`src/mem_pkg.sv`:
```
// Shared memory subsystem definitions
package mem_pkg;

    // Bus widths
    localparam int unsigned ADDR_WIDTH = 64;
    localparam int unsigned DATA_WIDTH = 64;
    localparam int unsigned STRB_WIDTH = DATA_WIDTH / 8;

    typedef logic [ADDR_WIDTH-1:0] addr_t;
    typedef logic [DATA_WIDTH-1:0] data_t;
    typedef logic [STRB_WIDTH-1:0] strb_t;

    // Debug region in the shared map
    localparam addr_t DEBUG_BASE   = 64'h0000_0000_1200_0000;
    localparam addr_t DEBUG_LENGTH = 64'h0000_0000_0000_1000;
    localparam int unsigned DEBUG_WORDS = 32'(DEBUG_LENGTH / 8);

    // Core port is 0, debug port is 1
    localparam int unsigned NUM_PORTS = 2;

    typedef logic port_id_t;

    // Single word request from a port
    typedef struct packed {
        addr_t addr;
        logic  we;
        strb_t be;
        data_t wdata;
    } mem_req_t;

    // Response returned with ack
    typedef struct packed {
        data_t rdata;
        logic  err;
    } mem_rsp_t;

endpackage

```
`src/req_arbiter.sv`:
```
// Round-robin request arbiter
`timescale 1ns/1ps

module req_arbiter (
    input  logic                                       clk_i,
    input  logic                                       reset_i,
    input  logic [mem_pkg::NUM_PORTS-1:0]              port_req_i,
    input  mem_pkg::mem_req_t [mem_pkg::NUM_PORTS-1:0] port_data_i,
    input  logic                                       done_i,
    output logic                                       valid_o,
    output mem_pkg::mem_req_t                          req_o,
    output mem_pkg::port_id_t                          src_o
);
    import mem_pkg::*;

    logic     busy_q;
    port_id_t rr_q;
    logic     valid_q;
    mem_req_t req_q;
    port_id_t src_q;

    logic     free;
    logic     grant_vld;
    port_id_t grant_id;
    port_id_t other_id;

    // Done frees the arbiter in the same cycle
    assign free = !busy_q || done_i;

    assign other_id = rr_q + 1'b1;

    always_comb begin
        grant_vld = |port_req_i;
        if (port_req_i[rr_q]) begin
            grant_id = rr_q;
        end else begin
            grant_id = other_id;
        end
    end

    always_ff @(posedge clk_i) begin
        if (reset_i) begin
            busy_q  <= 1'b0;
            rr_q    <= '0;
            valid_q <= 1'b0;
        end else begin
            valid_q <= 1'b0;
            if (free && grant_vld) begin
                busy_q  <= 1'b1;
                valid_q <= 1'b1;
                // Favour the port that lost this round
                rr_q    <= grant_id + 1'b1;
            end else if (done_i) begin
                busy_q <= 1'b0;
            end
        end
    end

    // Payload captured at grant
    always_ff @(posedge clk_i) begin
        if (free && grant_vld) begin
            req_q <= port_data_i[grant_id];
            src_q <= grant_id;
        end
    end

    assign valid_o = valid_q;
    assign req_o   = req_q;
    assign src_o   = src_q;

endmodule

```
`config.mk`:
```
export PLATFORM = sky130hd
export DESIGN_NAME = req_arbiter
export DESIGN_NICKNAME = d
export VERILOG_FILES = /design/src/mem_pkg.sv /design/src/req_arbiter.sv
export SDC_FILE = /design/constraint.sdc
export NUM_CORES = 1
export LEC_CHECK = 0
export CAP_MARGIN = 20
export CORE_AREA = 5 5 160 162
export CTS_BUF_LIST = sky130_fd_sc_hd__clkbuf_4
export CTS_CLUSTER_SIZE = 24
export DETAILED_ROUTE_END_ITERATION = 12
export DIE_AREA = 0 0 165 167
export DONT_BUFFER_PORTS = 1
export MAX_ROUTING_LAYER = met4
export PLACE_DENSITY = 0.48
export SKIP_CTS_REPAIR_TIMING = 1
export SLEW_MARGIN = 30
export SYNTH_ARGS = -nofsm -noshare
export SYNTH_HDL_FRONTEND = slang
export SYNTH_SLANG_ARGS = --single-unit
```
`constraint.sdc`:
```
create_clock -name clk_i -period 5.3 [get_ports clk_i]
set_input_delay 1.06 -clock clk_i [delete_from_list [all_inputs] [get_ports clk_i]]
set_output_delay 1.06 -clock clk_i [all_outputs]
set_load 0.02 [all_outputs]
```
# == Word-level counts from Yosys, hierarchy flattened ==
# Index checks and enable logic that the tools add are counted.
# word_totals
ff_bits,141
# classes
n_addsub,2
n_reduce_logical,5
n_lt_le_gt_ge,2
muxes,8
# op_table
cell,n
137-bit 2-to-1 mux,2
1-bit 2-to-1 mux,6
"1-bit by 2-bit less-than comparator with 1-bit output, second input constant",2
"1-bit adder, second input constant",2
2-bit nonzero test,1
2-bit OR reduction,1
1-bit logical AND,1
1-bit logical NOT,1
1-bit logical OR,1

# == Depth between registers and ports, before layout ==
# Gate-level depths: netlist of run 1.
# logic_depth
ltp_word,5
mapped_depth,5
ltp_nobuf,3

# == Least setup slack after synthesis of run 1 ==
# No wires, ideal clock.
# synth_path
path_type,in2reg
from,input done_i
to,register req_q (netlist bit req_o[0]) (enable)
path_slack_ns,0.457
arrival_time_ns,4.333
path_stages,2
cell_sequence,nand2b_1 > o21a_1
# synth_via
elab_chain_cells,2
# synth_lines
item,line,source
from (decl),req_arbiter.sv:9,"input logic done_i,"
1-bit logical OR,req_arbiter.sv:28,assign free = !busy_q || done_i;
1-bit logical AND,req_arbiter.sv:61,if (free && grant_vld) begin
to (signal assigned),req_arbiter.sv:62,req_q <= port_data_i[grant_id];
to (decl),req_arbiter.sv:19,mem_req_t req_q;
# Every way passes these cells.
# A chain may end at the register's enable or synchronous reset.

# == Worst setup path after layout of run 1 ==
# layout_path
from,input done_i
to,register req_q (netlist bit req_o[117]) (enable)
# Same word-level chain as after synthesis.

==> out/metrics.yaml, run 1 <==
result_of_the_run: "complete, no violations"
cts.sinks: 141
cts-root-buf: "sky130_fd_sc_hd__clkbuf_4"
mappedNetlistArea_mm2: 0.006447
ff2ff_path_depth: 3
share_of_cells_above_drive_strength_1_pct: 53.11
clock_skew_ps: 32.62
yosysTopAreaCellShare_pct: 64.27
fp.dieArea_mm2: 0.02756
worstSkewPairLatency_ps: 520
tritoncts_buffer_count: 17
drt-pass1-iter-count: 6
synth_top_family_by_area: "multiplexers"
worst-path-max-fanout: 72
routed_via_count_divided_by_cell_count: 4.338
seq_area_frac_synth_pct: 65.20
synth-xor-area-share_pct: 0
netlist_top_cells_count: "sky130_fd_sc_hd__edfxtp_1, sky130_fd_sc_hd__mux2_4, sky130_fd_sc_hd__mux2_2, sky130_fd_sc_hd__buf_12"
filler_cell_count: 2430
fmax_ghz: 0.4514
rows: 57
synth-async-reset-ratio_pct: 0
grt_first_pass_wirelength_mm: 20.69
syn-mean-instance-area_um2: 21.28
number_of_enable_flip_flop_cells_after_synthesis: 138
max_cap_violations: 0
dpl.hpwl_mm: 11.88
hold_depth: 1
hold_slack_ps: 584.3
post-place-ws_ps: 2398
power_per_cell_area_mw_per_mm2: 372.3
detailedRoute.firstIterationViolations: 172
gr-total-overflow: 0
yosys.area.top_type: "sky130_fd_sc_hd__edfxtp_1"
coreArea_mm2: 0.02396
final_min_period_over_clock_period_pct: 41.80
area_delta_synth_final_pct: 8.228
post_synth_and_or_nand_nor_area_fraction_pct: 0.2523
yosys_warnings: 0
worst-path-stages: 4
cp-start-kind: "input port"
setup.worst_path.class: "input port to flop"
first_global_vias: 3302
max_slew_margin_pct: 36.22
cpMaxStageDelayCell: "sky130_fd_sc_hd__o21a_4"
route.detailed.wl_per_inst_um: 24.09
synth_seq_cells: 141
synth-compound-area-share_pct: 0.4075
port_buffers: 0
ios: 418
synth_cells: 303
tritoncts_clock_tree: "yes"
multi_input_comb_area_mm2: 0.001991
synth_fa_ha_area_share_pct: 0
fin_nets: 589
final_slew_violations: 0
critPathArrivalTime_ps: 2380
timing.final.setup_violations: 0
gp_congestion: 0.7476
synth_ff_type: "sky130_fd_sc_hd__edfxtp_1"
worst_hold_path_type: "flop to flop"
synth.lib_cells_used.distinct: 17
seqCellArea_mm2: 0.004204
detailroute.via_count: 2811
postRouteWirelength_mm: 15.61
critical_path_required_ps: 5460
worst_ir_drop_vdd_v: 0.0001414
die_w_um: 165
final_period_minus_worst_setup_slack_ps: 2215
tightestPinTransition_ps: 956.6
yosys-mux-area-fraction_pct: 29.96
detail_route_antenna_nets: 0
syn-num-nets: 582
maximum_number_of_pins_on_one_net_before_global_route_repair: 139
ctsHtreeMaxLevel: 4
worstSetupEndpointType: "flop"
hold_violations: 0
path_cells: "nand2b_1 > o21a_4 > buf_16 > buf_12"
cellLeakagePower_nw: 2.582
post-route-drc-count: 0
clk_path_buf_depth: 2
die_height_um: 167
synth_most_common_cell: "sky130_fd_sc_hd__edfxtp_1"
worst-path-buf-inv: 2
timing.setup.tns_ps: 0
path_delay_family: "buffers and inverters"
grt_setup_unrepaired: "false"
groute.usage.overall_pct: 10.77
initial_utilization_pct: 26.91
max_stage_delay_ps: 370
fin_ws_ps: 3085
path_clk_slew_ps: 110
cell_types_occupying_the_most_area_after_synthesis: "sky130_fd_sc_hd__edfxtp_1, sky130_fd_sc_hd__mux2_4, sky130_fd_sc_hd__mux2_2"
grt_antenna_before_repair: 1
-- kinds of logic after synthesis --
logic type             Yosys count
AO/OA/AOI/OAI                    4
flip-flops                     141
multiplexers                   138
AND/OR/NAND/NOR                  3
buffers and inverters           17
-- layout by cell type, fill, tap and decap left out --
master                       instances
sky130_fd_sc_hd__nor2b_1             1
sky130_fd_sc_hd__bufinv_16           3
sky130_fd_sc_hd__inv_2               1
sky130_fd_sc_hd__inv_6               4
sky130_fd_sc_hd__inv_1               1
sky130_fd_sc_hd__buf_16              1
sky130_fd_sc_hd__mux2_4            100
sky130_fd_sc_hd__clkinv_2            2
sky130_fd_sc_hd__mux2i_4             1
sky130_fd_sc_hd__clkinv_1            1
sky130_fd_sc_hd__o21a_4              1
sky130_fd_sc_hd__mux2_2             35
sky130_fd_sc_hd__clkinvlp_4          2
sky130_fd_sc_hd__nor2_1              1
sky130_fd_sc_hd__edfxtp_1          138
sky130_fd_sc_hd__buf_12              2
sky130_fd_sc_hd__dfxtp_1             3
sky130_fd_sc_hd__mux2_1              2
sky130_fd_sc_hd__a311oi_1            1
sky130_fd_sc_hd__clkinv_4            1
sky130_fd_sc_hd__diode_2             2
sky130_fd_sc_hd__a21oi_1             2
sky130_fd_sc_hd__nand2b_1            1
sky130_fd_sc_hd__clkbuf_4           18
-- through the flow --
step           utilization (%)  instances  power (mW)  cell area (um^2)
2_1_floorplan                -        303       1.847              6447
3_3_place_gp             27.74        614       1.882              6648
3_5_place_dp             27.74        614       1.887              6648
4_1_cts                  28.98        645       2.651              6945
5_1_grt                  29.12        648       2.721              6978
6_report                 29.12        648       2.598              6978
-- worst reg2reg max path, cell delays in order, from the launching register on --
cell,delay [ps]
sky130_fd_sc_hd__dfxtp_1,430
sky130_fd_sc_hd__mux2i_4,280
sky130_fd_sc_hd__buf_12,650
sky130_fd_sc_hd__mux2_2,530
-- report_power, final --
group / internal [mW] / switching [mW] / leakage (nW) / total [mW]
combinational: 0.165 / 0.110 / 1.03 / 0.275
sequential: 1.38 / 0.199 / 1.40 / 1.58
clock: 0.334 / 0.411 / 0.157 / 0.745
-- metal layers --
metal  GRT usage (%)  vias up  share of wire [%]
li1                -     1206                  -
met1           10.69     1345                 36
met2           18.45      248                 53
met3           5.190       12                9.9
met4           3.508        0               0.97
met5               -        -                  0
-- worst paths after layout --
check | to | slack [ps] | startpoint
worst max-delay path | req_o[117]$_DFFE_PP_ | 3080 | done_i
worst min-delay path | rr_q$_SDFFE_PP0P_ | 580 | rr_q$_SDFFE_PP0P_
worst max register to register | req_o[132]$_DFFE_PP_ | 3180 | rr_q$_SDFFE_PP0P_
worst min register to register | rr_q$_SDFFE_PP0P_ | 580 | rr_q$_SDFFE_PP0P_
-- cell type report --
type                            count  area share (%)
Antenna cell                        2         0.07172
Clock buffer                       18           1.937
Inverter                            2          0.1076
Multi-Input combinational cell    145           28.53
Clock inverter                     13           2.331
Tap cell                          324           5.810
Timing Repair Buffer                3          0.9683
Sequential cell                   141           60.25
-- registers in the layout, indices dropped and copies added, names as in the netlist --
register,flops
src_o,1
busy_q,1
valid_o,1
req_o,137
rr_q,1
(Power assumes the default switching activity.)
==> run 2, diff against run 1 <==
clock period = 2.3 ns   (was 5.3 ns; I/O delays follow)
==> out/metrics.yaml, run 2 (same netlist as run 1, synthesis figures left out) <==
result_of_the_run: "complete, no violations"
final_min_period_over_clock_period_pct: 81.33
detailedRoute.firstIterationViolations: 115  # -33%
worst_ir_drop_vdd_v: 0.0002576  # +82%
largest_register_ffs: 137  # unchanged
critPathArrivalTime_ps: 2140  # -240 ps
maximum_number_of_pins_on_one_net_before_global_route_repair: 71  # -49%
critical_path_required_ps: 2570  # -2890 ps
rows: 57  # unchanged
clk_path_buf_depth: 2  # unchanged
reg2reg_slack_ps: 430  # -2750 ps
timing.setup.tns_ps: 0  # unchanged
coreArea_mm2: 0.02396  # unchanged
detail_route_antenna_nets: 0  # unchanged
hold_violations: 0  # unchanged
gp_congestion: 0.7384  # -1.2%
regToRegStartpoint: "rr_q$_SDFFE_PP0P_"
detailroute.via_count: 2856  # +1.6%
final_period_minus_worst_setup_slack_ps: 1871
crit-reg2reg-capture: "req_o[54]$_DFFE_PP_"
max_cap_violations: 0  # unchanged
worst-path-max-fanout: 70  # -2.8%
ctsHtreeMaxLevel: 4  # unchanged
cts.sinks: 141  # unchanged
tritoncts_clock_tree: "yes"
cts-root-buf: "sky130_fd_sc_hd__clkbuf_4"
holdCritStartpoint: "port_req_i[0]"
groute.usage.overall_pct: 10.98  # +0.21 points
fmax_ghz: 0.5346
area_delta_synth_final_pct: 9.257
die_w_um: 165  # unchanged
commonest_non_fill_non_tap_cell_in_the_layout: "sky130_fd_sc_hd__edfxtp_1"
most-common-layout-cells: "sky130_fd_sc_hd__edfxtp_1, sky130_fd_sc_hd__mux2_4, sky130_fd_sc_hd__mux2_2, sky130_fd_sc_hd__clkbuf_4, sky130_fd_sc_hd__buf_4"
hold_depth: 2  # +1
drt-pass1-iter-count: 4  # -2
power_per_cell_area_mw_per_mm2: 814.1  # +120%
postRouteWirelength_mm: 15.82  # +1.4%
post-place-ws_ps: 456.7  # -1941 ps
ff2ff_path_depth: 3  # unchanged
tightestPinTransition_ps: 534.0  # -422.7 ps
cp-start-kind: "flop"
fin_ws_ps: 429.5  # -2655 ps
final_slew_violations: 0  # unchanged
die_height_um: 167  # unchanged
timing.final.setup_violations: 0  # unchanged
worstSetupEndpointType: "flop"
route.detailed.wl_per_inst_um: 23.90  # -0.78%
fp.dieArea_mm2: 0.02756  # unchanged
gr-total-overflow: 0  # unchanged
first_global_vias: 3282  # -0.61%
dpl.hpwl_mm: 12.56  # +5.7%
path_delay_family: "multiplexers"
grt_setup_unrepaired: "false"
cpMaxStageDelayCell: "sky130_fd_sc_hd__dfxtp_1"
worst_hold_path_type: "input port to flop"
path_clk_slew_ps: 120  # about the same
port_buffers: 0  # unchanged
hold_end: "busy_q$_SDFFE_PP0P_"
clock_skew_ps: 29.54  # -3.078 ps
cellLeakagePower_nw: 2.617  # +1.3%
max_slew_margin_pct: 64.40  # +28 points
share_of_cells_above_drive_strength_1_pct: 54.17  # +1.1 points
initial_utilization_pct: 26.91  # unchanged
grt_first_pass_wirelength_mm: 21.16  # +2.3%
setup.worst_path.class: "flop to flop"
worst-path-buf-inv: 1  # -1
post-route-drc-count: 0  # unchanged
grt_antenna_before_repair: 2  # +1
routed_via_count_divided_by_cell_count: 4.314  # -0.55%
tritoncts_buffer_count: 17  # unchanged
worstSkewPairLatency_ps: 530  # about the same
max_stage_delay_ps: 430  # +60 ps
path_cells: "mux2i_4 > buf_12 > mux2_4"
ios: 418  # unchanged
fin_nets: 602  # +2.2%
==> run 2: changes by cell type in the layout (fill, tap and decap cells not counted), sizes merged <==
cell and delta:
buf +11, dlygate4sd3 +2, bufinv -3, clkinv +2, inv +1, clkinvlp +1
==> run 2: through the flow <==
step / util (%) / area, um^2 / cells / power (mW) / hold WS [ps]
2_1_floorplan: - / 6455 / 303 / 4.239 / 483.8
3_3_place_gp: 28.27 / 6775 / 626 / 4.358 / 532.9
3_5_place_dp: 28.27 / 6775 / 626 / 4.376 / 534.8
4_1_cts: 29.29 / 7019 / 658 / 5.865 / -91.41
5_1_grt: 29.40 / 7044 / 662 / 6.022 / 28.27
6_report: 29.40 / 7044 / 662 / 5.735 / 126.1
==> run 2: metal layers <==
layer	vias to the layer above	GRT usage, %	wire length [um]
li1	1231	-	-
met1	1372	10.42	5500
met2	241	19.73	8682
met3	12	4.424	1371
met4	0	4.051	267
met5	-	-	0
==> run 2: cell type report <==
type,instances,area [um^2]
fill,2375,16920
tap,324,405.4
timing repair buffer,16,187.7
antenna,2,5.005
inverter,2,7.507
multi-input combinational,145,1991
sequential,141,4204
clock inverter,14,108.9
clock buffer,18,135.1
==> run 2: how the worst max path moves through the flow <==
stage / startpoint / endpoint / slack (ps) / depth (start not counted)
2_1_floorplan: done_i / req_o[0]$_DFFE_PP_ / 200 / 2
3_3_place_gp: rr_q$_SDFFE_PP0P_ / req_o[54]$_DFFE_PP_ / 500 / 3
3_5_place_dp: rr_q$_SDFFE_PP0P_ / req_o[54]$_DFFE_PP_ / 460 / 3
4_1_cts: rr_q$_SDFFE_PP0P_ / req_o[54]$_DFFE_PP_ / 430 / 3
5_1_grt: rr_q$_SDFFE_PP0P_ / req_o[54]$_DFFE_PP_ / 390 / 3
6_report: rr_q$_SDFFE_PP0P_ / req_o[54]$_DFFE_PP_ / 430 / 3
==> run 2: where the power goes <==
part,switching [mW],internal (mW)
Combinational,0.260,0.400
Sequential,0.454,3.18
Clock,0.990,0.455
Total,1.70,4.03
