--- src/mem_pkg.sv ---
// Shared memory subsystem definitions
package mem_pkg;

    // Bus widths
    localparam int unsigned ADDR_WIDTH = 64;
    localparam int unsigned DATA_WIDTH = 64;
    localparam int unsigned STRB_WIDTH = DATA_WIDTH / 8;

    typedef logic [ADDR_WIDTH-1:0] addr_t;
    typedef logic [DATA_WIDTH-1:0] data_t;
    typedef logic [STRB_WIDTH-1:0] strb_t;

    // Debug region in the shared map
    localparam addr_t DEBUG_BASE   = 64'h0000_0000_1200_0000;
    localparam addr_t DEBUG_LENGTH = 64'h0000_0000_0000_1000;
    localparam int unsigned DEBUG_WORDS = 32'(DEBUG_LENGTH / 8);

    // Core port is 0, debug port is 1
    localparam int unsigned NUM_PORTS = 2;

    typedef logic port_id_t;

    // Single word request from a port
    typedef struct packed {
        addr_t addr;
        logic  we;
        strb_t be;
        data_t wdata;
    } mem_req_t;

    // Response returned with ack
    typedef struct packed {
        data_t rdata;
        logic  err;
    } mem_rsp_t;

endpackage

--- src/rsp_return.sv ---
// Response return and ack handshake
`timescale 1ns/1ps

module rsp_return (
    input  logic                                       clk_i,
    input  logic                                       reset_i,
    input  logic                                       valid_i,
    input  mem_pkg::mem_rsp_t                          rsp_i,
    input  mem_pkg::port_id_t                          src_i,
    input  logic [mem_pkg::NUM_PORTS-1:0]              port_req_i,
    output logic [mem_pkg::NUM_PORTS-1:0]              port_ack_o,
    output mem_pkg::mem_rsp_t [mem_pkg::NUM_PORTS-1:0] port_rsp_o,
    output logic                                       done_o
);
    import mem_pkg::*;

    logic [NUM_PORTS-1:0]     ack_q;
    port_id_t                 src_q;
    mem_rsp_t [NUM_PORTS-1:0] rsp_q;
    logic                     done_q;
    logic                     release_w;

    // Owning port has dropped req
    assign release_w = ack_q[src_q] && !port_req_i[src_q];

    always_ff @(posedge clk_i) begin
        if (reset_i) begin
            ack_q  <= '0;
            src_q  <= '0;
            done_q <= 1'b0;
        end else begin
            done_q <= release_w;
            if (valid_i) begin
                ack_q[src_i] <= 1'b1;
                src_q        <= src_i;
            end else if (release_w) begin
                ack_q[src_q] <= 1'b0;
            end
        end
    end

    // Response held until the port releases
    always_ff @(posedge clk_i) begin
        if (valid_i) begin
            rsp_q[src_i] <= rsp_i;
        end
    end

    assign port_ack_o = ack_q;
    assign port_rsp_o = rsp_q;
    assign done_o     = done_q;

endmodule

--- config.mk ---
export PLATFORM = sky130hd
export DESIGN_NAME = rsp_return
export DESIGN_NICKNAME = d
export VERILOG_FILES = /design/src/mem_pkg.sv /design/src/rsp_return.sv
export SDC_FILE = /design/constraint.sdc
export NUM_CORES = 1
export LEC_CHECK = 0
export ABC_AREA = 0
export BUFFER_PORTS_ARGS = -buffer_cell sky130_fd_sc_hd__buf_2
export CAP_MARGIN = 0
export CELL_PAD_IN_SITES_DETAIL_PLACEMENT = 1
export CELL_PAD_IN_SITES_GLOBAL_PLACEMENT = 1
export CORE_ASPECT_RATIO = 1.4
export CORE_UTILIZATION = 30
export CTS_CLUSTER_SIZE = 30
export DETAILED_ROUTE_END_ITERATION = 6
export PLACE_DENSITY_LB_ADDON = 0.3
export SETUP_SLACK_MARGIN = 0.15
export SLEW_MARGIN = 20
export SYNTH_ARGS = -nofsm -noshare
export SYNTH_HDL_FRONTEND = slang
export SYNTH_SLANG_ARGS = --single-unit
--- constraint.sdc ---
create_clock -name clk_i -period 6.7 [get_ports clk_i]
set_input_delay 1.34 -clock clk_i [delete_from_list [all_inputs] [get_ports clk_i]]
set_output_delay 1.34 -clock clk_i [all_outputs]
set_load 0.1 [all_outputs]
After elaboration in Yosys (flattened, before gate mapping)
Cells that the tools add are included.

cells by class
  $add $sub $neg = 0
  multipliers = 0
  div/mod/pow operators = 0
  $lt $le $gt $ge = 4
  equal/unequal tests = 0
  shifts and indexed selects = 0
  multiplexer cells = 13
  bitwise gates (word level) = 3
  reductions and logical operators = 5

operators by type and width
  cell                                                       number
  bitwise mux 130 bit                                        1
  demux 65 bit (select 1 bit)                                1
  two-way mux 65 bit                                         1
  two-way mux 1 bit                                          6
  < comparator 1 x 2 -> 1 bit (second input constant)        2
  two-way mux 2 bit                                          2
  logical AND 1 bit                                          3
  bitwise AND 2 bit                                          1
  demux 1 bit (select 1 bit)                                 2
  greater-or-equal comparator 1 bit (second input constant)  2
  NOT 2 bit                                                  1
  OR 2 bit                                                   1
  nonzero test 2 bit                                         1
  logical NOT 1 bit                                          1

storage, ports and cells
  flip-flop bits (word level) = 134
  bits in latches = 0
  bits in writable memories = 0
  bits in read-only memories = 0
  bits of input ports = 71
  output and inout port bits = 133
  logic and storage cells = 32
  memories = 0

Depth between registers and ports, before layout
Gate-level depths: netlist of the first run.

  depth in word-level cells = 8
  mapped depth = 2
  mapped depth without buffers = 2

Worst setup path after synthesis of the first run
No wires, ideal clock.

  path type = input -> register
  start point = input src_i
  end point = register rsp_q, in the netlist port_rsp_o[0], enable pin
  setup time = 0.497 ns
  data arrival time = 4.246 ns
  data required time = 6.203 ns
  path slack = 1.957 ns
  stages on the path = 1
  path buffers = 0
  cells stage by stage = nor2b_1

RTL lines
  item                            line              RTL
  start: declaration              rsp_return.sv:9   input mem_pkg::port_id_t src_i,
  end signal: indexed assignment  rsp_return.sv:45  rsp_q[src_i] <= rsp_i;
  end: declaration                rsp_return.sv:19  mem_rsp_t [NUM_PORTS-1:0] rsp_q;

Worst setup path after layout of the first run
  start point = register ack_q[1] (netlist: port_ack_o[1])
  end point = output port_ack_o[1] (netlist name)

RTL lines
  item                              line              RTL
  start: declaration                rsp_return.sv:17  logic [NUM_PORTS-1:0] ack_q;
  start signal: assignment          rsp_return.sv:28  ack_q <= '0;
  start signal: indexed assignment  rsp_return.sv:34  ack_q[src_i] <= 1'b1;
  start signal: indexed assignment  rsp_return.sv:37  ack_q[src_q] <= 1'b0;
  end: declaration                  rsp_return.sv:11  output logic [mem_pkg::NUM_PORTS-1:0] port_ack_o,

No word-level cell between the ends.

==> metrics.md, run 1 <==
| Metric | Value |
|---|---|
| Fill count | `1378` |
| I/O pin total | `204` |
| Simple-gate share of the synthesized area | `0.0143` |
| Final Util | `0.447` |
| Post-route setup TNS | `0 ns` |
| First-pass GRT wire length | `14.4 mm` |
| 1st-iter DRT viols | `69` |
| Post-Synth Adder-Cell Area | `0` |
| Post-synthesis cell type with the largest combined area | `edfxtp_1` |
| Clk_lat worst skew | `0.40 ns` |
| Commonest non-fill, non-tap cell in the layout | `buf_2` |
| Skew final | `0.000659 ns` |
| Crit path max fanout | `4` |
| PortBufs | `203` |
| Core ar. | `13400 sq um` |
| Root buf cell | `clkbuf_16` |
| Share of cells above drive strength 1 | `0.623` |
| Die Y-Extent | `140 microns` |
| CTS HTree Levels | `4` |
| Worst Tran Pin Value | `0.888 ns` |
| RSZ-0062 raised after global routing | `no` |
| Power per cell area | `409 nW/um^2` |
| Mapped Avg Cell Area | `27.6 sq um` |
| Syn Inst Count | `149` |
| Max_cap viols | `0` |
| Vias per inst | `4.08` |
| Register bit total from synthesis | `134` |
| Slew headroom | `0.408` |
| Initial antenna violation count | `2` |
| Mux contribution to synthesized area | `0.00244` |
| Hold Vio Cnt, Final | `0` |
| YS warnings | `0` |
| Gates resized, CTS repair | `0` |
| Largest cells by area after synthesis | `edfxtp_1, dfxtp_1, o32ai_2, o41ai_2, nor2b_1` |
| Pin count of the biggest net entering global routing | `66` |
| Gpl congestion | `0.707` |
| Post-Place Cells | `536` |
| Final cell count without fillers | `568` |
| Die ar. | `14200 sq um` |
| Worst VDD drop | `0.150 mV` |
| Die width | `101 microns` |
| DRT antenna net count | `0` |
| WL final | `9.80 mm` |
| Most frequent cells in the layout | `buf_2, edfxtp_1, clkbuf_16` |
| Post-Synthesis Net Count | `220` |
| Post-route setup slack | `4.13 ns` |
| Main combinational cell family by area after synthesis | `simple AND/OR/NAND/NOR gates` |
| Post-synthesis xor/xnor area fraction | `0` |
| CP bufs+invs | `1` |
| Drt first pass iters | `4` |
| Area delta synth->final | `45.8%` |
| WS Path Type | `flop to primary output` |
| Post-synthesis compound-gate area fraction | `0.0119` |
| Longest Clk Path Bufs | `2` |
| Slowest-stage cell, CP | `buf_2` |
| Vias in the first global route | `2447` |
| Worst Hold Class | `flop to flop` |
| Post-synth cell types | `12` |
| Crit-path max cell delay | `0.45 ns` |
| CP endpoint kind | `primary output` |
| Crit path max-delay family | `buffers and inverters` |
| Final net count | `444` |
| Min Tclk post-route | `2.57 ns` |
| Final setup vio count | `0` |
| Fin. max-slew vios | `0` |
| Sequential Area | `3980 sq um` |
| Total CTS buffers | `17` |
| DP Wirelength | `6.91 mm` |
| Clock Sinks | `134` |
| Hold buffers post-CTS | `0` |
| Post-Place Setup Slack | `3.94 ns` |
| Mean routed wirelength per cell | `17.2 microns` |
| Num rows | `50` |
| Sequential share of the synthesized area | `0.970` |
| Post-CTS Setup Repair Bufs | `0` |
| Fmax | `0.389 GHz` |
| Initial Util | `0.307` |
| Min Hold Slack | `0.541 ns` |
| Critical Path RT | `5.36 ns` |
| CTS tree | `yes` |
| Final Cycle Share | `0.384` |
| Global Route Usage Sum | `0.145` |
| Clock slew at reported path FFs | `0.06 ns` |
| # DRC | `0` |
| Multi-input gate area | `126 sq um` |
| P_leak | `2.41 nW` |
| Post-synth design cell area | `4110 sq um` |
| Vias | `2315` |
| Worst setup SP type | `flop` |
| Synth top area share | `0.950` |
| Critical path arrival | `1.23 ns` |
| Status | `completed` |
| Total gr overflow | `0` |
| Critical Path, Cell by Cell | `buf_2` |
[final timing paths]
| check | slack (ns) | startpoint | cells past startpoint | end |
|---|---|---|---|---|
| worst max-delay path | 4.13 | port_ack_o[1] | 1 | port_ack_o[1] |
| worst min-delay path | 0.54 | port_ack_o[1] | 2 | port_ack_o[1] |
| worst max register to register | 5.83 | port_ack_o[0] | 2 | done_o |
| worst min register to register | 0.54 | port_ack_o[1] | 2 | port_ack_o[1] |
[cell usage after synthesis]
master	instances
inv_1	2
o32ai_2	2
nor2_1	3
nand4bb_1	1
nor2b_1	2
and2b_2	1
edfxtp_1	130
dfxtp_1	4
mux2i_1	1
nand2b_2	1
o41ai_2	1
and2_1	1
[report_power, final]
group | switching (W) | internal (W)
registers | 0.0000140 | 0.000983
clock network | 0.000334 | 0.000619
logic | 0.000444 | 0.0000531
[kinds of logic (layout without fill, tap and decap cells)]
logic type,Yosys count,after routing
AND/OR/NAND/NOR,9,9
AO/OA/AOI/OAI,3,3
other,0,1
buffers and inverters,2,238
multiplexers,1,1
flip-flops,134,134
[through the flow]
step	power, W	area, sq um
2_1_floorplan	0.00143	4110
3_3_place_gp	0.00151	5380
3_5_place_dp	0.00152	5380
4_1_cts	0.00248	5990
5_1_grt	0.00252	5990
6_report	0.00245	5990
[registers in the layout, summed over array words and instances, names as in the netlist]
register / cells
port_rsp_o: 130
port_ack_o: 2
done_o: 1
src_q: 1
[layer usage]
| layer | share of wire | routed length [microns] | GRT usage |
|---|---|---|---|
| met4 | 0.024 | 233 | 0.0671 |
| met1 | 0.34 | 3300 | 0.138 |
| met5 | 0.0017 | 17 | 0 |
| met3 | 0.065 | 641 | 0.0609 |
| met2 | 0.57 | 5610 | 0.264 |
[final cells by class]
type / count / share of cell area
clock buffer: 18 / 0.0717
clock inverter: 13 / 0.0303
tap: 182 / 0.0380
antenna: 1 / 0.000418
inverter: 2 / 0.00125
timing repair buffer: 205 / 0.172
sequential: 134 / 0.665
multi-input combinational: 13 / 0.0211
No activity file was read; power rests on OpenSTA's default activity.
==> run 2: changes to the inputs <==
- clock period: 6.7 -> 2.65 ns (I/O delays scaled with it)
==> run 2 against run 1 <==
Against the previous run:
- non-clock buffer count increased by 2
- via count increased by 1.9%
- utilization increased by 0.63 points
- sequential share of layout area decreased by 0.92 points
- final cell count increased by 0.18%
==> metrics.md, run 2 (synthesized netlist as in run 1, its figures left out) <==
| Metric | Value |
|---|---|
| Status | `completed (unchanged)` |
| Vias | `2358 (was 2315)` |
| Hold buffers post-CTS | `0 (unchanged)` |
| Final Cycle Share | `0.668` |
| Initial Util | `0.307 (unchanged)` |
| CTS tree | `yes (unchanged)` |
| Gpl congestion | `0.757 (was 0.707)` |
| Hold Path Depth | `1 (was 2)` |
| Commonest non-fill, non-tap cell in the layout | `buf_2 (unchanged)` |
| 1st-iter DRT viols | `51 (was 69)` |
| Crit-path max cell delay | `0.45 ns (about the same)` |
| Post-route setup TNS | `0 ns (unchanged)` |
| Net Switching | `0.00202 W (was 0.000792 W)` |
| Vias per inst | `4.14 (was 4.08)` |
| Final Util | `0.454 (was 0.447)` |
| Global Route Usage Sum | `0.151 (was 0.145)` |
| Worst Tran Pin Value | `0.605 ns (was 0.888 ns)` |
| Final setup vio count | `0 (unchanged)` |
| Sw Ratio | `0.316 (was 0.324)` |
| Num rows | `50 (unchanged)` |
| Share of cells above drive strength 1 | `0.630 (was 0.623)` |
| Gates resized, CTS repair | `0 (unchanged)` |
| Drt first pass iters | `4 (unchanged)` |
| Vias in the first global route | `2528 (was 2447)` |
| Critical path arrival | `1.24 ns (was 1.23 ns)` |
| Final net count | `446 (was 444)` |
| Clock slew at reported path FFs | `0.06 ns (about the same)` |
| Critical Path Stages | `1 (unchanged)` |
| CP bufs+invs | `1 (unchanged)` |
| Clock Sinks | `134 (unchanged)` |
| Cells on worst reg2reg path | `2 (unchanged)` |
| Fmax | `0.565 GHz` |
| Root buf cell | `clkbuf_16 (unchanged)` |
| CTS HTree Levels | `4 (unchanged)` |
| Clock power frac | `0.407 (was 0.389)` |
| Worst setup SP type | `flop (unchanged)` |
| Pin count of the biggest net entering global routing | `39 (was 66)` |
| Die width | `101 microns (unchanged)` |
| CP endpoint kind | `primary output (unchanged)` |
| Worst VDD drop | `0.414 mV (was 0.150 mV)` |
| Fin. max-slew vios | `0 (unchanged)` |
| Max_cap viols | `0 (unchanged)` |
| P_leak | `2.45 nW (was 2.41 nW)` |
| Most frequent cells in the layout | `buf_2, edfxtp_1, clkbuf_16 (unchanged)` |
| Critical Path, Cell by Cell | `buf_2 (unchanged)` |
| Power Internal | `0.00438 W (was 0.00165 W)` |
| Post-CTS Setup Repair Bufs | `0 (unchanged)` |
| PortBufs | `203 (unchanged)` |
| # DRC | `0 (unchanged)` |
| Worst Hold Class | `input port to flop (was flop to flop)` |
| Crit path max fanout | `4 (unchanged)` |
| Total CTS buffers | `17 (unchanged)` |
| Area delta synth->final | `47.8% (was 45.8%)` |
| Crit path max-delay family | `buffers and inverters (unchanged)` |
| Inserted Diodes | `0 (was 1)` |
| RSZ-0062 raised after global routing | `no (unchanged)` |
| WS Path Type | `flop to primary output (unchanged)` |
| I/O pin total | `204 (unchanged)` |
| First-pass GRT wire length | `14.7 mm (was 14.4 mm)` |
| Die Y-Extent | `140 microns (unchanged)` |
| Longest Clk Path Bufs | `2 (unchanged)` |
| Skew final | `0.000363 ns (was 0.000659 ns)` |
| Mean routed wirelength per cell | `18.2 microns (was 17.2 microns)` |
| WL final | `10.3 mm (was 9.80 mm)` |
| Hold Vio Cnt, Final | `0 (unchanged)` |
| Sequential power share | `0.394 (was 0.407)` |
| Clk_lat worst skew | `0.40 ns (about the same)` |
| Die ar. | `14200 sq um (unchanged)` |
| Initial antenna violation count | `1 (was 2)` |
| Power per cell area | `1050 nW/um^2 (was 409 nW/um^2)` |
| Max FFs per register | `130 (unchanged)` |
| Min Tclk post-route | `1.77 ns` |
| Slew headroom | `0.597 (was 0.408)` |
| DRT antenna net count | `0 (unchanged)` |
| Core ar. | `13400 sq um (unchanged)` |
| Critical Path RT | `2.12 ns (was 5.36 ns)` |
| Comb pwr share | `0.198 (was 0.203)` |
| Total gr overflow | `0 (unchanged)` |
| Slowest-stage cell, CP | `buf_2 (unchanged)` |
| DP Wirelength | `7.60 mm (was 6.91 mm)` |
run 2: cell types whose count changed in the layout (fill, tap and decap cells not counted), sizes merged:
| cell | change |
|---|---|
| buf | +2 |
| clkinvlp | -1 |
| bufinv | +2 |
| clkbuf | -1 |
| diode | -1 |
run 2: metal layers:
metal,vias up,track usage,wire (microns)
met4,2,0.0755,276
met5,-,0,16
li1,1057,-,-
met2,107,0.288,6170
met1,1174,0.133,3330
met3,18,0.0574,552
run 2: worst register-to-register path: cells and delay by family (launching register included):
kind	cells	cell delay (ns)
flip-flops	1	0.34
AO/OA/AOI/OAI	1	0.30
buffers and inverters	1	0.08
run 2: layout make-up:
| cell class | count | area [sq um] |
|---|---|---|
| repair buffers | 207 | 1070 |
| multi-input cells | 13 | 126 |
| clock buffers | 17 | 425 |
| fillers | 1377 | 7310 |
| well taps | 182 | 228 |
| inverters | 2 | 7.51 |
| flip-flops and latches | 134 | 3980 |
| clock inverters | 14 | 231 |
run 2: final timing paths:
| path | start | endpoint | slack, ns |
|---|---|---|---|
| worst max-delay path | port_ack_o[1] | port_ack_o[1] | 0.88 |
| worst min register to register | port_ack_o[1] | port_ack_o[1] | 0.54 |
| worst max register to register | port_ack_o[0] | done_o | 1.84 |
| worst min-delay path | rsp_i[37] | port_rsp_o[102] | 0.31 |
run 2: stage by stage:
step	hold WS (ns)	setup slack (ns)	power, W	cell area, sq um	std cells
2_1_floorplan	0.492	0.162	0.00361	4120	149
3_3_place_gp	0.523	0.815	0.00383	5420	538
3_5_place_dp	0.534	0.785	0.00384	5420	538
4_1_cts	0.291	0.858	0.00647	6070	569
5_1_grt	0.285	0.834	0.00658	6070	569
6_report	0.311	0.879	0.00640	6070	569
run 2: power by group through the flow:
stage	sequential (W)	combinational, W	clock [W]
after global routing	0.00254	0.00129	0.00275
final	0.00252	0.00127	0.00260
after global placement	0.00256	0.00127	0
after floorplan	0.00357	0.0000413	0
after detailed placement	0.00257	0.00128	0
after CTS	0.00253	0.00128	0.00267
==> run 3: changes to the inputs <==
- ABC_AREA: 0 -> 1
- clock period: 2.65 -> 1.69 ns (I/O delays scaled with it)
==> run 3 against run 2 <==
Against the previous run:
- routed wire length down 6.0%
- clock skew up 0.0018 ns
- synthesized cell count rose by 8.1%
- largest power group is now sequential cells
- sequential power up 57%
- largest cell class unchanged
- cell area is 0.19% higher
- utilization increased by 0.30 points
- register-to-register slack got worse by 0.89 ns
==> metrics.md, run 3 <==
| Metric | Value |
|---|---|
| Most common cell in the netlist | `edfxtp_1 (unchanged)` |
| Worst VDD drop | `0.549 mV (was 0.414 mV)` |
| Post-synthesis xor/xnor area fraction | `0 (unchanged)` |
| Worst setup SP type | `flop (unchanged)` |
| Final setup vio count | `0 (unchanged)` |
| Critical Path RT | `1.35 ns (was 2.12 ns)` |
| Clock slew at reported path FFs | `0.06 ns (about the same)` |
| CTS tree | `yes (unchanged)` |
| Initial Util | `0.307 (about the same)` |
| Fill count | `1333 (was 1377)` |
| YS warnings | `0 (unchanged)` |
| Final Util | `0.457 (was 0.454)` |
| Max FFs per register | `130 (unchanged)` |
| Critical Path Stages | `1 (unchanged)` |
| Global Route Usage Sum | `0.137 (was 0.151)` |
| Share of cells above drive strength 1 | `0.608 (was 0.630)` |
| Power per cell area | `1550 nW/um^2 (was 1050 nW/um^2)` |
| Skew final | `0.00212 ns (was 0.000363 ns)` |
| Met2 usage | `0.266 (was 0.288)` |
| Die width | `101 microns (about the same)` |
| Gpl congestion | `0.704 (was 0.757)` |
| Mapped Avg Cell Area | `25.4 sq um (was 27.6 sq um)` |
| Total gr overflow | `0 (unchanged)` |
| Area delta synth->final | `48.8% (was 47.8%)` |
| Most frequent cells in the layout | `buf_2, edfxtp_1, clkbuf_16 (unchanged)` |
| Crit-path max cell delay | `0.44 ns (was 0.45 ns)` |
| Hold buffers post-CTS | `0 (unchanged)` |
| Fin. max-slew vios | `0 (unchanged)` |
| M3 GR Usage | `0.0449 (was 0.0574)` |
| Simple-gate share of the synthesized area | `0.0153 (was 0.0143)` |
| First-pass GRT wire length | `13.7 mm (was 14.7 mm)` |
| Crit path max fanout | `1 (was 4)` |
| Worst R2R End | `port_ack_o[1] (was done_o)` |
| Worst Hold Class | `input port to flop (unchanged)` |
| Slowest-stage cell, CP | `buf_2 (unchanged)` |
| Hold Vio Cnt, Final | `0 (unchanged)` |
| Longest Clk Path Bufs | `2 (unchanged)` |
| Critical Path, Cell by Cell | `buf_2 (unchanged)` |
| Main combinational cell family by area after synthesis | `simple AND/OR/NAND/NOR gates (unchanged)` |
| Grt met1 use | `0.123 (was 0.133)` |
| Clk_lat worst skew | `0.40 ns (about the same)` |
| Final Cycle Share | `0.905` |
| Fmax | `0.654 GHz` |
| Mean routed wirelength per cell | `16.6 microns (was 18.2 microns)` |
| Min Hold Slack | `0.107 ns (was 0.311 ns)` |
| Pin count of the biggest net entering global routing | `36 (was 39)` |
| Top FF cell, synth | `edfxtp_1 (unchanged)` |
| Commonest non-fill, non-tap cell in the layout | `buf_2 (unchanged)` |
| Total power draw | `0.00941 W (was 0.00640 W)` |
| Drt first pass iters | `4 (unchanged)` |
| Post-Synth Adder-Cell Area | `0 (unchanged)` |
| Final net count | `458 (was 446)` |
| Post-route setup TNS | `0 ns (unchanged)` |
| CP bufs+invs | `1 (unchanged)` |
| Reg2reg start | `port_ack_o[1] (was port_ack_o[0])` |
| Total CTS buffers | `17 (unchanged)` |
| Slew headroom | `0.660 (was 0.597)` |
| Most Crowded Layer GR | `met2 (unchanged)` |
| Clock Sinks | `134 (unchanged)` |
| Post-Synthesis Net Count | `232 (was 220)` |
| Vias per inst | `3.99 (was 4.14)` |
| Num rows | `50 (unchanged)` |
| Mux contribution to synthesized area | `0 (was 0.00244)` |
| DP Wirelength | `7.09 mm (was 7.60 mm)` |
| CP endpoint kind | `primary output (unchanged)` |
| 1st-iter DRT viols | `73 (was 51)` |
| Post-synth design cell area | `4090 sq um (was 4110 sq um)` |
| WS Path Type | `flop to primary output (unchanged)` |
| Die ar. | `14100 sq um (was 14200 sq um)` |
| WL final | `9.72 mm (was 10.3 mm)` |
| Register bit total from synthesis | `134 (unchanged)` |
| CTS HTree Levels | `4 (unchanged)` |
| Root buf cell | `clkbuf_16 (unchanged)` |
| Post-synth cell types | `7 (was 12)` |
| Core ar. | `13300 sq um (was 13400 sq um)` |
| Sequential Area | `3980 sq um (unchanged)` |
| Die Y-Extent | `140 microns (about the same)` |
| Crit path launch | `port_rsp_o[108] (was port_ack_o[1])` |
| Min Tclk post-route | `1.53 ns` |
| Sequential share of the synthesized area | `0.974 (was 0.970)` |
| Syn Inst Count | `161 (was 149)` |
| Crit path max-delay family | `buffers and inverters (unchanged)` |
| Largest cells by area after synthesis | `edfxtp_1, dfxtp_1, inv_1, nand2_1, nor2_1 (was edfxtp_1, dfxtp_1, o32ai_2, o41ai_2, nor2b_1)` |
| Fraction of registers with async set/reset | `0 (unchanged)` |
| PortBufs | `203 (unchanged)` |
| Critical path arrival | `1.19 ns (was 1.24 ns)` |
| I/O pin total | `204 (unchanged)` |
| Post-synthesis compound-gate area fraction | `0.00122 (was 0.0119)` |
| RSZ-0062 raised after global routing | `no (unchanged)` |
| Synth top area share | `0.955 (was 0.950)` |
| # DRC | `0 (unchanged)` |
| Multi-input gate area | `91.3 sq um (was 126 sq um)` |
| Status | `completed (unchanged)` |
| DRT antenna net count | `0 (unchanged)` |
| Crit path to | `port_rsp_o[108] (was port_ack_o[1])` |
| P_leak | `2.46 nW (was 2.45 nW)` |
| Most frequent cells after synthesis | `edfxtp_1, inv_1, nand2_1, nor2_1, dfxtp_1 (was edfxtp_1, dfxtp_1, nor2_1)` |
| Post-synthesis cell type with the largest combined area | `edfxtp_1 (unchanged)` |
| EDFF count, synth | `130 (unchanged)` |
| Cells on worst reg2reg path | `3 (was 2)` |
| Vias | `2333 (was 2358)` |
| Vias in the first global route | `2386 (was 2528)` |
| Max_cap viols | `0 (unchanged)` |
| Initial antenna violation count | `4 (was 1)` |
| Worst Tran Pin Value | `0.513 ns (was 0.605 ns)` |
| R2r setup slk | `0.95 ns (was 1.84 ns)` |
==> run 3: cell count changes after synthesis, sizes merged, moves of 2 or more <==
cell | previous run | this run
nor2 | 3 | 5
nand3 | 0 | 2
o32ai | 2 | 0
nand2 | 0 | 9
nor2b | 2 | 0
inv | 2 | 10
==> run 3: timing repair <==
action	4_1_cts	5_1_grt
pin swaps	0	0
setup endpoints to repair	5	16
gates resized for setup	5	16
endpoints found under the hold margin	0	0
setup buffers	0	0
==> run 3: power by group <==
group          switching [W]  internal [W]  total, W
Combinational        0.00176      0.000238   0.00200
Clock                0.00140       0.00206   0.00346
Sequential         0.0000560       0.00389   0.00395
==> run 3: final cells by class <==
cell class | count | area share
sequential | 134 | 0.655
timing repair buffer | 207 | 0.189
clock buffer | 17 | 0.0699
tap | 182 | 0.0374
clock inverter | 15 | 0.0239
multi-input combinational | 17 | 0.0150
inverter | 10 | 0.00946
antenna | 2 | 0.000823
==> run 3: cell families (layout without fill, tap and decap cells) <==
kind of cell / count (synthesis) / after routing
compound gates: 1 / 1
buf+inv: 10 / 249
flops: 134 / 134
other cells: 0 / 2
simple gates: 16 / 16
==> run 3: metrics by stage <==
step	cell area, sq um	cells	setup WS, ns
floorplan	4130	161	-0.0492
global placement	5460	550	0.381
global route	6080	583	0.123
finish	6080	584	0.161
CTS	6040	582	0.151
detailed placement	5460	550	0.355
==> run 3: metal layers <==
metal / routed length, microns / share of wire
met1: 3080 / 0.32
met2: 5880 / 0.61
met3: 604 / 0.062
met4: 136 / 0.014
met5: 20 / 0.0021
==> run 3: how the worst min path moves through the flow <==
stage	startpoint	to	slack (ns)	cells past startpoint
floorplan	reset_i	done_o	0.41	1
global placement	reset_i	done_o	0.51	2
detailed placement	reset_i	done_o	0.52	2
CTS	reset_i	done_o	0.09	2
global route	reset_i	done_o	0.10	2
finish	reset_i	done_o	0.11	2
